===== src/design/gpio_sys_pkg.sv =====
package gpio_sys_pkg;

	// APB bus widths
	localparam int addr_w = 32;
	localparam int data_w = 32;

	// pins per GPIO port
	localparam int port_w = 8;

	typedef logic [addr_w-1:0] addr_t;
	typedef logic [data_w-1:0] data_word_t;
	typedef logic [port_w-1:0] port_data_t;

	// subsystem region, one 64 KiB window per port
	localparam addr_t sys_base = 32'h4000_0000;
	localparam int win_bits = 16;
	localparam int max_ports = 16;
	localparam int idx_w = $clog2(max_ports);

	// base is compared above the port index field, i.e. bits 31:20
	localparam int base_lsb = win_bits + idx_w;

	typedef logic [idx_w-1:0] port_idx_t;

	// register word index sits in paddr[4:2]
	localparam int reg_lsb = 2;
	localparam int reg_w = 3;

	typedef enum logic [reg_w-1:0] {
		reg_data_in    = 3'd0,
		reg_data_out   = 3'd1,
		reg_dir        = 3'd2,
		reg_irq_mask   = 3'd3,
		reg_irq_status = 3'd4
	} gpio_reg_e;

endpackage


===== src/design/apb_port_decoder.sv =====
`timescale 1ns/100ps

module apb_port_decoder
	import gpio_sys_pkg::*;
#(
	parameter int N_PORTS = 4
) (
	input  addr_t              paddr,
	input  logic               psel,
	input  logic               penable,
	output logic [N_PORTS-1:0] port_sel,
	output gpio_reg_e          offset,
	output logic               miss
);

	logic      base_hit;
	port_idx_t port_idx;
	logic      any_sel;

	// upper address bits must land in the subsystem region
	assign base_hit = (paddr[addr_w-1:base_lsb] == sys_base[addr_w-1:base_lsb]);

	// window number picks the port
	assign port_idx = paddr[win_bits +: idx_w];

	// one compare per existing port
	// an index of N_PORTS or more matches nothing and ends up as a miss
	genvar i;
	generate
		for (i = 0; i < N_PORTS; i++) begin : g_sel
			assign port_sel[i] = psel && base_hit && (port_idx == port_idx_t'(i));
		end
	endgenerate

	assign any_sel = |port_sel;

	// only flagged in the access phase, where pslverr is sampled
	assign miss = psel && penable && !any_sel;

	// register word inside the window, shared by all ports
	assign offset = gpio_reg_e'(paddr[reg_lsb +: reg_w]);

endmodule


===== src/design/gpio8_port.sv =====
`timescale 1ns/100ps

module gpio8_port
	import gpio_sys_pkg::*;
(
	input  logic       clk,
	input  logic       rst_n,

	// request side, already decoded
	input  logic       sel,
	input  logic       penable,
	input  logic       pwrite,
	input  gpio_reg_e  offset,
	input  data_word_t pwdata,

	// response side
	output data_word_t rdata,
	output logic       err,

	// pads
	input  port_data_t pins_in,
	output port_data_t pins_out,
	output port_data_t pins_oe,
	output logic       irq
);

	// input synchronizer and edge history
	port_data_t sync_q1;
	port_data_t sync_q2;
	port_data_t prev_q;

	// software visible registers
	port_data_t data_out_q;
	port_data_t dir_q;
	port_data_t mask_q;
	port_data_t status_q;

	port_data_t rise;
	port_data_t clr;

	logic       access;
	logic       acc_bad;
	logic       wr_en;
	data_word_t rd_word;

	assign access = sel && penable;

	// register decode for both directions
	always_comb begin
		acc_bad = 1'b0;
		rd_word = '0;
		case (offset)
			reg_data_in: begin
				rd_word = data_word_t'(sync_q2);
				// read only
				acc_bad = pwrite;
			end
			reg_data_out: begin
				rd_word = data_word_t'(data_out_q);
			end
			reg_dir: begin
				rd_word = data_word_t'(dir_q);
			end
			reg_irq_mask: begin
				rd_word = data_word_t'(mask_q);
			end
			reg_irq_status: begin
				rd_word = data_word_t'(status_q);
			end
			default: begin
				acc_bad = 1'b1;
			end
		endcase
	end

	// a rejected access changes nothing and returns zero
	assign wr_en = access && pwrite && !acc_bad;
	assign err = access && acc_bad;
	assign rdata = (access && !pwrite && !acc_bad) ? rd_word : '0;

	// two flops against metastability, third one for edge detection
	always_ff @(posedge clk or negedge rst_n) begin
		if (!rst_n) begin
			sync_q1 <= '0;
			sync_q2 <= '0;
			prev_q <= '0;
		end else begin
			sync_q1 <= pins_in;
			sync_q2 <= sync_q1;
			prev_q <= sync_q2;
		end
	end

	always_ff @(posedge clk or negedge rst_n) begin
		if (!rst_n) begin
			data_out_q <= '0;
			dir_q <= '0;
			mask_q <= '0;
		end else if (wr_en) begin
			case (offset)
				reg_data_out: data_out_q <= pwdata[port_w-1:0];
				reg_dir: dir_q <= pwdata[port_w-1:0];
				reg_irq_mask: mask_q <= pwdata[port_w-1:0];
				default: ;
			endcase
		end
	end

	// rising edges only, falling edges are ignored
	assign rise = sync_q2 & ~prev_q;

	// write one to clear
	assign clr = (wr_en && (offset == reg_irq_status)) ? pwdata[port_w-1:0] : '0;

	// new edge wins over a clear in the same cycle
	always_ff @(posedge clk or negedge rst_n) begin
		if (!rst_n) begin
			status_q <= '0;
		end else begin
			status_q <= (status_q & ~clr) | rise;
		end
	end

	assign pins_out = data_out_q;
	assign pins_oe = dir_q;
	assign irq = |(status_q & mask_q);

endmodule


===== src/design/apb_response_mux.sv =====
`timescale 1ns/100ps

module apb_response_mux
	import gpio_sys_pkg::*;
#(
	parameter int N_PORTS = 4
) (
	input  logic                     psel,
	input  logic                     penable,

	// per port responses
	input  data_word_t [N_PORTS-1:0] port_rdata,
	input  logic [N_PORTS-1:0]       port_err,

	// no port claimed the address
	input  logic                     miss,

	output logic                     pready,
	output data_word_t               prdata,
	output logic                     pslverr
);

	data_word_t rdata_or;
	logic       any_err;

	// unselected ports drive zero, so a plain OR picks the active one
	always_comb begin
		rdata_or = '0;
		for (int i = 0; i < N_PORTS; i++) begin
			rdata_or = rdata_or | port_rdata[i];
		end
	end

	assign any_err = |port_err;

	// no wait states
	assign pready = psel && penable;

	assign prdata = rdata_or;

	// port errors and misses are both access-phase only
	assign pslverr = any_err || miss;

endmodule


===== src/design/gpio_apb_sys.sv =====
`timescale 1ns/100ps

module gpio_apb_sys
	import gpio_sys_pkg::*;
#(
	parameter int N_PORTS = 4
) (
	input  logic                     clk,
	input  logic                     rst_n,

	// APB completer
	input  addr_t                    paddr,
	input  logic                     psel,
	input  logic                     penable,
	input  logic                     pwrite,
	input  data_word_t               pwdata,
	output logic                     pready,
	output data_word_t               prdata,
	output logic                     pslverr,

	// pads, entry i belongs to port i
	input  port_data_t [N_PORTS-1:0] gpio_in,
	output port_data_t [N_PORTS-1:0] gpio_out,
	output port_data_t [N_PORTS-1:0] gpio_oe,
	output logic [N_PORTS-1:0]       irq
);

	logic [N_PORTS-1:0]       port_sel;
	logic                     miss;
	gpio_reg_e                offset;
	data_word_t [N_PORTS-1:0] port_rdata;
	logic [N_PORTS-1:0]       port_err;

	apb_port_decoder #(
		.N_PORTS (N_PORTS)
	) u_decoder (
		.paddr    (paddr),
		.psel     (psel),
		.penable  (penable),
		.port_sel (port_sel),
		.offset   (offset),
		.miss     (miss)
	);

	// identical ports, each in its own 64 KiB window
	genvar i;
	generate
		for (i = 0; i < N_PORTS; i++) begin : g_port
			gpio8_port u_port (
				.clk      (clk),
				.rst_n    (rst_n),
				.sel      (port_sel[i]),
				.penable  (penable),
				.pwrite   (pwrite),
				.offset   (offset),
				.pwdata   (pwdata),
				.rdata    (port_rdata[i]),
				.err      (port_err[i]),
				.pins_in  (gpio_in[i]),
				.pins_out (gpio_out[i]),
				.pins_oe  (gpio_oe[i]),
				.irq      (irq[i])
			);
		end
	endgenerate

	apb_response_mux #(
		.N_PORTS (N_PORTS)
	) u_resp_mux (
		.psel       (psel),
		.penable    (penable),
		.port_rdata (port_rdata),
		.port_err   (port_err),
		.miss       (miss),
		.pready     (pready),
		.prdata     (prdata),
		.pslverr    (pslverr)
	);

endmodule


===== config.mk =====
export PLATFORM = sky130hd
export DESIGN_NAME = gpio_apb_sys
export DESIGN_NICKNAME = d
export VERILOG_FILES = /design/src/design/gpio_sys_pkg.sv /design/src/design/apb_port_decoder.sv /design/src/design/gpio8_port.sv /design/src/design/apb_response_mux.sv /design/src/design/gpio_apb_sys.sv
export SDC_FILE = /design/constraint.sdc
export NUM_CORES = 1
export LEC_CHECK = 0
export BUFFER_PORTS_ARGS = -buffer_cell sky130_fd_sc_hd__buf_2
export CORE_MARGIN = 3
export CORE_UTILIZATION = 59
export DETAILED_ROUTE_END_ITERATION = 8
export HOLD_SLACK_MARGIN = 0.1
export PLACE_DENSITY_LB_ADDON = 0.08
export SLEW_MARGIN = 25
export SYNTH_ARGS = -nofsm -noshare
export SYNTH_HDL_FRONTEND = slang
export SYNTH_SLANG_ARGS = --single-unit

===== constraint.sdc =====
create_clock -name clk -period 3.75 [get_ports clk]
set_clock_uncertainty 0.1 [all_clocks]
set_input_delay 0.75 -clock clk [delete_from_list [all_inputs] [get_ports clk]]
set_output_delay 0.75 -clock clk [all_outputs]
set_load 0.02 [all_outputs]

**After elaboration in Yosys (flattened, before gate mapping)**

Cells that the tools add are included.

- Flip-flop bits (word level): 224
- Input port bits: 101
- Output and inout bits: 102
- Word-level logic and storage cells: 136

- Equality and inequality tests: 8
- Muxes and demuxes: 13
- Bitwise operators: 27
- Reductions and logical operators: 60

Operators by type and width:

| cell | count |
|---|---|
| $pmux W8 S5 | 4 |
| $and A8 B8 Y8 | 12 |
| $mux W8 | 8 |
| $not A8 Y8 | 8 |
| $or A32 B8 Y32 | 2 |
| $or A8 B8 Y8 | 5 |
| $logic_and A1 B1 Y1 | 35 |
| $reduce_or A8 Y1 | 4 |
| $reduce_and A2 Y1 | 12 |
| $eq A12 B11 Y1 const B | 1 |
| $reduce_or A4 Y1 | 3 |
| $eq A4 B2 Y1 const B | 2 |
| $eq A3 B2 Y1 const B | 2 |
| $eq A4 B1 Y1 const B | 1 |
| $logic_not A4 Y1 | 1 |
| $eq A3 B1 Y1 const B | 1 |
| $eq A3 B3 Y1 const B | 1 |
| $logic_not A1 Y1 | 3 |
| $logic_not A3 Y1 | 1 |
| $pmux W1 S2 | 1 |
| $logic_or A1 B1 Y1 | 1 |

**Depth between registers and ports, before layout**

- Depth in word-level cells: 11
- Depth in mapped cells: 7
- Mapped depth without buffers: 4

**Cells and area by module**

From an unflattened synthesis, not the netlist that was laid out.

- Cell total of the unflattened synthesis: 874
- Area total of the unflattened synthesis: 10816.6 um2

Modules (own cells, without submodules):

| module | instances | cells each | area each (um2) | sequential area each (um2) |
|---|---|---|---|---|
| gpio8_port | 4 | 206 | 2602.5 | 1401.3 |
| apb_response_mux | 1 | 36 | 259.0 | 0.0 |
| apb_port_decoder | 1 | 14 | 147.6 | 0.0 |

**Worst setup path after synthesis**

Ideal clock, no wire load.

- Path kind: in2out
- Start: input paddr[16]
- End: output prdata[6]
- Arrival: 2396 ps
- Required time: 2900 ps
- Slack: 504 ps
- Stages on the path: 6
- Buffers on the path: 2
- Path through: buf_2 > clkinv_1 > nor2_1 > buf_2 > o211ai_1 > a41oi_1

- Cells in the longest elaborated chain, start to end: 9
- Elaborated cells between the ends (all ways): 27
- Classes of those cells: eq/ne: 3; mux: 4; bitwise: 3; reduce/logical: 17

RTL lines:

| what | RTL line | text |
|---|---|---|
| from (decl) | gpio_apb_sys.sv:12 | `input addr_t paddr,` |
| $eq A4 B1 Y1 / $logic_not A4 Y1 (equally long branches) | apb_port_decoder.sv:31 | `assign port_sel[i] = psel && base_hit && (port_idx == port_idx_t'(i));` |
| $logic_and A1 B1 Y1 | apb_port_decoder.sv:31 |  |
| $logic_and A1 B1 Y1 | gpio8_port.sv:46 | `assign access = sel && penable;` |
| $logic_and A1 B1 Y1 (2 in series) | gpio8_port.sv:79 | `assign rdata = (access && !pwrite && !acc_bad) ? rd_word : '0;` |
| $mux W8 | gpio8_port.sv:79 |  |
| $or A8 B8 Y8 | apb_response_mux.sv:30 | `rdata_or = rdata_or \| port_rdata[i];` |
| $or A32 B8 Y32 | apb_response_mux.sv:30 |  |
| $or A32 B8 Y32 (*) | apb_response_mux.sv:30 |  |
| to (decl) | gpio_apb_sys.sv:18 | `output data_word_t prdata,` |

Every way passes the cells marked *; elsewhere a longest branch is shown, timed or not.

**Final worst setup path**

- Start: input paddr[25]
- End: output prdata[4]

- Cells in the longest elaborated chain, start to end: 10
- Elaborated cells between the ends (all ways): 25
- Classes of those cells: eq/ne: 1; mux: 4; bitwise: 3; reduce/logical: 17

RTL lines:

| what | RTL line | text |
|---|---|---|
| $eq A12 B11 Y1 (*) | apb_port_decoder.sv:21 | `assign base_hit = (paddr[addr_w-1:base_lsb] == sys_base[addr_w-1:base_lsb]);` |
| $logic_and A1 B1 Y1 (*) | apb_port_decoder.sv:31 |  |
| $logic_and A1 B1 Y1 | apb_port_decoder.sv:31 |  |
| $logic_and A1 B1 Y1 | gpio8_port.sv:46 |  |
| $logic_and A1 B1 Y1 (2 in series) | gpio8_port.sv:79 |  |
| $mux W8 | gpio8_port.sv:79 |  |
| $or A8 B8 Y8 | apb_response_mux.sv:30 |  |
| $or A32 B8 Y32 | apb_response_mux.sv:30 |  |
| $or A32 B8 Y32 (*) | apb_response_mux.sv:30 |  |

Marked as above.

==> impl_metrics.env <==
export IMPL_numCtsBuffers=24
export IMPL_clock_root_buffer="clkbuf_16"
export IMPL_synth_area_leaders="dfrtp_1 59%, mux2_2 10%, a22o_1 5.9%"
export IMPL_wl_met2_um=11580
export IMPL_syn_area_um2=9507
export IMPL_ant_nets=0
export IMPL_die_area_um2=17670
export IMPL_cts_sinks=224
export IMPL_drive_gt1_share_pct=38.25
export IMPL_synthXorXnorAreaFrac_pct=0
export IMPL_worstSetupPathType="in -> out"
export IMPL_outcome="finished clean"
export IMPL_start_util_pct=61.40
export IMPL_setup_viol_count_final=0
export IMPL_hpwl_um=16240
export IMPL_tightest_slew_ns=0.7713
export IMPL_hp_class="in -> async"
export IMPL_clkTransAtPathRegs_ns=0.06
export IMPL_fin_crit_sh_pct=95.00
export IMPL_peakVddDrop_mv=0.4135
export IMPL_cap_violations=0
export IMPL_wl_met3_um=2027
export IMPL_vias_per_cell=6.314
export IMPL_nFillCells=1067
export IMPL_synth_seq_cells=224
export IMPL_antenna_found_initial=2
export IMPL_io_pins=203
export IMPL_synth_async_reset_ratio_pct=100.0
export IMPL_rsz0062_at_grt="no"
export IMPL_syn_area_per_cell_um2=13.72
export IMPL_tns_ns=0
export IMPL_fin_nets=931
export IMPL_regArea_um2=5605
export IMPL_grt_first_pass_wirelength_um=39500
export IMPL_synth_top_family_by_area="multiplexers"
export IMPL_critical_path_max_fanout=65
export IMPL_chipWidth_um=132.9
export IMPL_first_global_vias=6870
export IMPL_fmax_mhz=280.7
export IMPL_synth_compound_area_share_pct=13.42
export IMPL_powerDensity_nw_per_um2=462.3
export IMPL_post_synth_fa_ha_maj_area_fraction_pct=0
export IMPL_cts_tree="yes"
export IMPL_grt_use_total_pct=28.38
export IMPL_final_cells=1059
export IMPL_yosys_area_top_type="dfrtp_1"
export IMPL_finalHoldViolations=0
export IMPL_core_area_um2=15480
export IMPL_synthFlopType="dfrtp_1"
export IMPL_netlist_instances=693
export IMPL_fin_worst_hold_slack_ns=0.1457
export IMPL_htree_levels=1
export IMPL_slew_violations=0
export IMPL_fin_area_um2=11230
export IMPL_dpl_cell_area_um2=10410
export IMPL_worst_endpoint_arrival_ns=2.71
export IMPL_grt_max_degree=103
export IMPL_synth_edf_count=0
export IMPL_post_place_ws_ns=0.2227
export IMPL_setup_ws_ns=0.1874
export IMPL_worstSkewPairLatency_ns=0.51
export IMPL_synth_top_area_share_pct=58.96
export IMPL_fp_row_count=45
export IMPL_fin_crit_ns=3.563
export IMPL_grt_ovfl_total=0
export IMPL_worstPathRequired_ns=2.90
export IMPL_p_leak_uw=0.005483
export IMPL_startpoint_type="input port"
export IMPL_synth_most_common_cell="dfrtp_1"
export IMPL_port_buffers=141
export IMPL_die_y_um=132.9
export IMPL_cts_buffer_depth=3
export IMPL_gp_congestion=0.9470
export IMPL_wire_per_inst_um=23.50
export IMPL_drc=0
export IMPL_synth_commonest_cells="224 x dfrtp_1, 88 x mux2_2, 64 x a22o_1"
export IMPL_post_cts_buffers=0
export IMPL_yosys_warnings=0
export IMPL_num_vias=6686
export IMPL_ctsHoldBuffers=0
export IMPL_ys_types=41
export IMPL_multi_input_area_um2=3478
export IMPL_dp_cells=1015
export IMPL_syn2layout_area_growth_pct=18.18
export IMPL_drt_total_wl_um=24890
export IMPL_drtPass1Iterations=5
export IMPL_end_kind="output pin"
export IMPL_top_layer="met5"
export IMPL_drtIter0Drc=568
export IMPL_yosysSeqAreaShare_pct=58.96
export IMPL_ctsResizeCount=0
export IMPL_met1_length_um=10350
export IMPL_maxSlewHeadroom_pct=48.19
export IMPL_synth_mux_area_share_pct=15.06
export IMPL_synthSimpleGateAreaFrac_pct=6.936
critical path, stage by stage:
cell      delay (ns)
buf_2           0.11
nor4_4          0.35
and4_2          0.31
buf_12          0.27
o211ai_1        0.26
a41oi_1         0.36
buf_2           0.23
layout make-up:
| type | count | area share (%) |
|---|---|---|
| Antenna cell | 1 | 0.02227 |
| Clock buffer | 31 | 6.036 |
| Clock inverter | 12 | 1.325 |
| Inverter | 33 | 1.103 |
| Multi-Input combinational cell | 382 | 30.96 |
| Sequential cell | 224 | 49.89 |
| Tap cell | 211 | 2.350 |
| Timing Repair Buffer | 165 | 8.308 |
cell families (layout without fill, tap and decap cells):
kind of cell | count (synthesis) | count (layout)
buffers and inverters | 110 | 241
AOI/OAI and AO/OA | 153 | 153
muxes | 128 | 128
other | 1 | 25
DFF | 224 | 224
and+or+nand+nor | 77 | 77
registers in the layout, indices dropped and copies added (netlist names):
register,flops
g_port.u_port.pins_out,32
g_port.u_port.mask_q,32
g_port.u_port.prev_q,32
g_port.u_port.sync_q1,32
g_port.u_port.pins_oe,32
g_port.u_port.sync_q2,32
g_port.u_port.status_q,32
layout by cell type, fill, tap and decap left out, types with 2 or more instances in the layout:
cell type,count
o2bb2ai_1,32
a22oi_1,16
buf_2,140
clkinv_2,5
and4_2,2
conb_1,24
nand4_1,36
inv_1,32
nand4_2,3
bufinv_16,3
o211ai_1,32
buf_4,21
nor2_1,3
nor3_2,2
nor4_4,8
mux2_4,8
buf_12,3
dfrtp_1,224
clkbuf_8,3
a41oi_1,8
mux2i_1,32
clkbuf_16,25
nand3_1,2
clkinv_4,2
a22o_1,64
and4_1,3
nor3_1,2
clkbuf_1,3
nor3b_2,2
mux2_2,88
through the flow:
step / total power [uW] / utilization, %
6_report: 5193 / 72.56
3_3_place_gp: 2792 / 67.20
3_5_place_dp: 2802 / 67.20
4_1_cts: 5220 / 72.54
5_1_grt: 5373 / 72.56
2_1_floorplan: 2669 / -
power by group:
group          switching, uW  total, uW  internal, uW
sequential              25.6       2500          2470
combinational            192        266          73.9
clock                    946       2430          1490
total                   1160       5190          4030
worst paths after layout:
check,start,endpoint,slack [ns],depth (start not counted)
worst max-delay path,paddr[25],prdata[4],0.19,7
min in group clk,gpio_in[7],g_port[0].u_port.sync_q1[7]$_DFF_PN0_,0.24,1
max in group asynchronous,rst_n,g_port[2].u_port.pins_oe[6]$_DFFE_PN0P_,2.59,2
worst min register to register,g_port[2].u_port.sync_q1[6]$_DFF_PN0_,g_port[2].u_port.sync_q2[6]$_DFF_PN0_,0.25,0
worst max register to register,g_port[0].u_port.pins_oe[5]$_DFFE_PN0P_,g_port[0].u_port.pins_oe[5]$_DFFE_PN0P_,2.83,1
worst min-delay path,rst_n,g_port[3].u_port.status_q[5]$_DFF_PN0_,0.15,1
metal layers:
layer	track usage, %	vias to the layer above
met3	6.046	80
met5	0	-
met4	10.22	2
met1	40.04	3392
met2	43.96	365
li1	-	2847
Note: power is estimated with default switching activity, not from simulation.
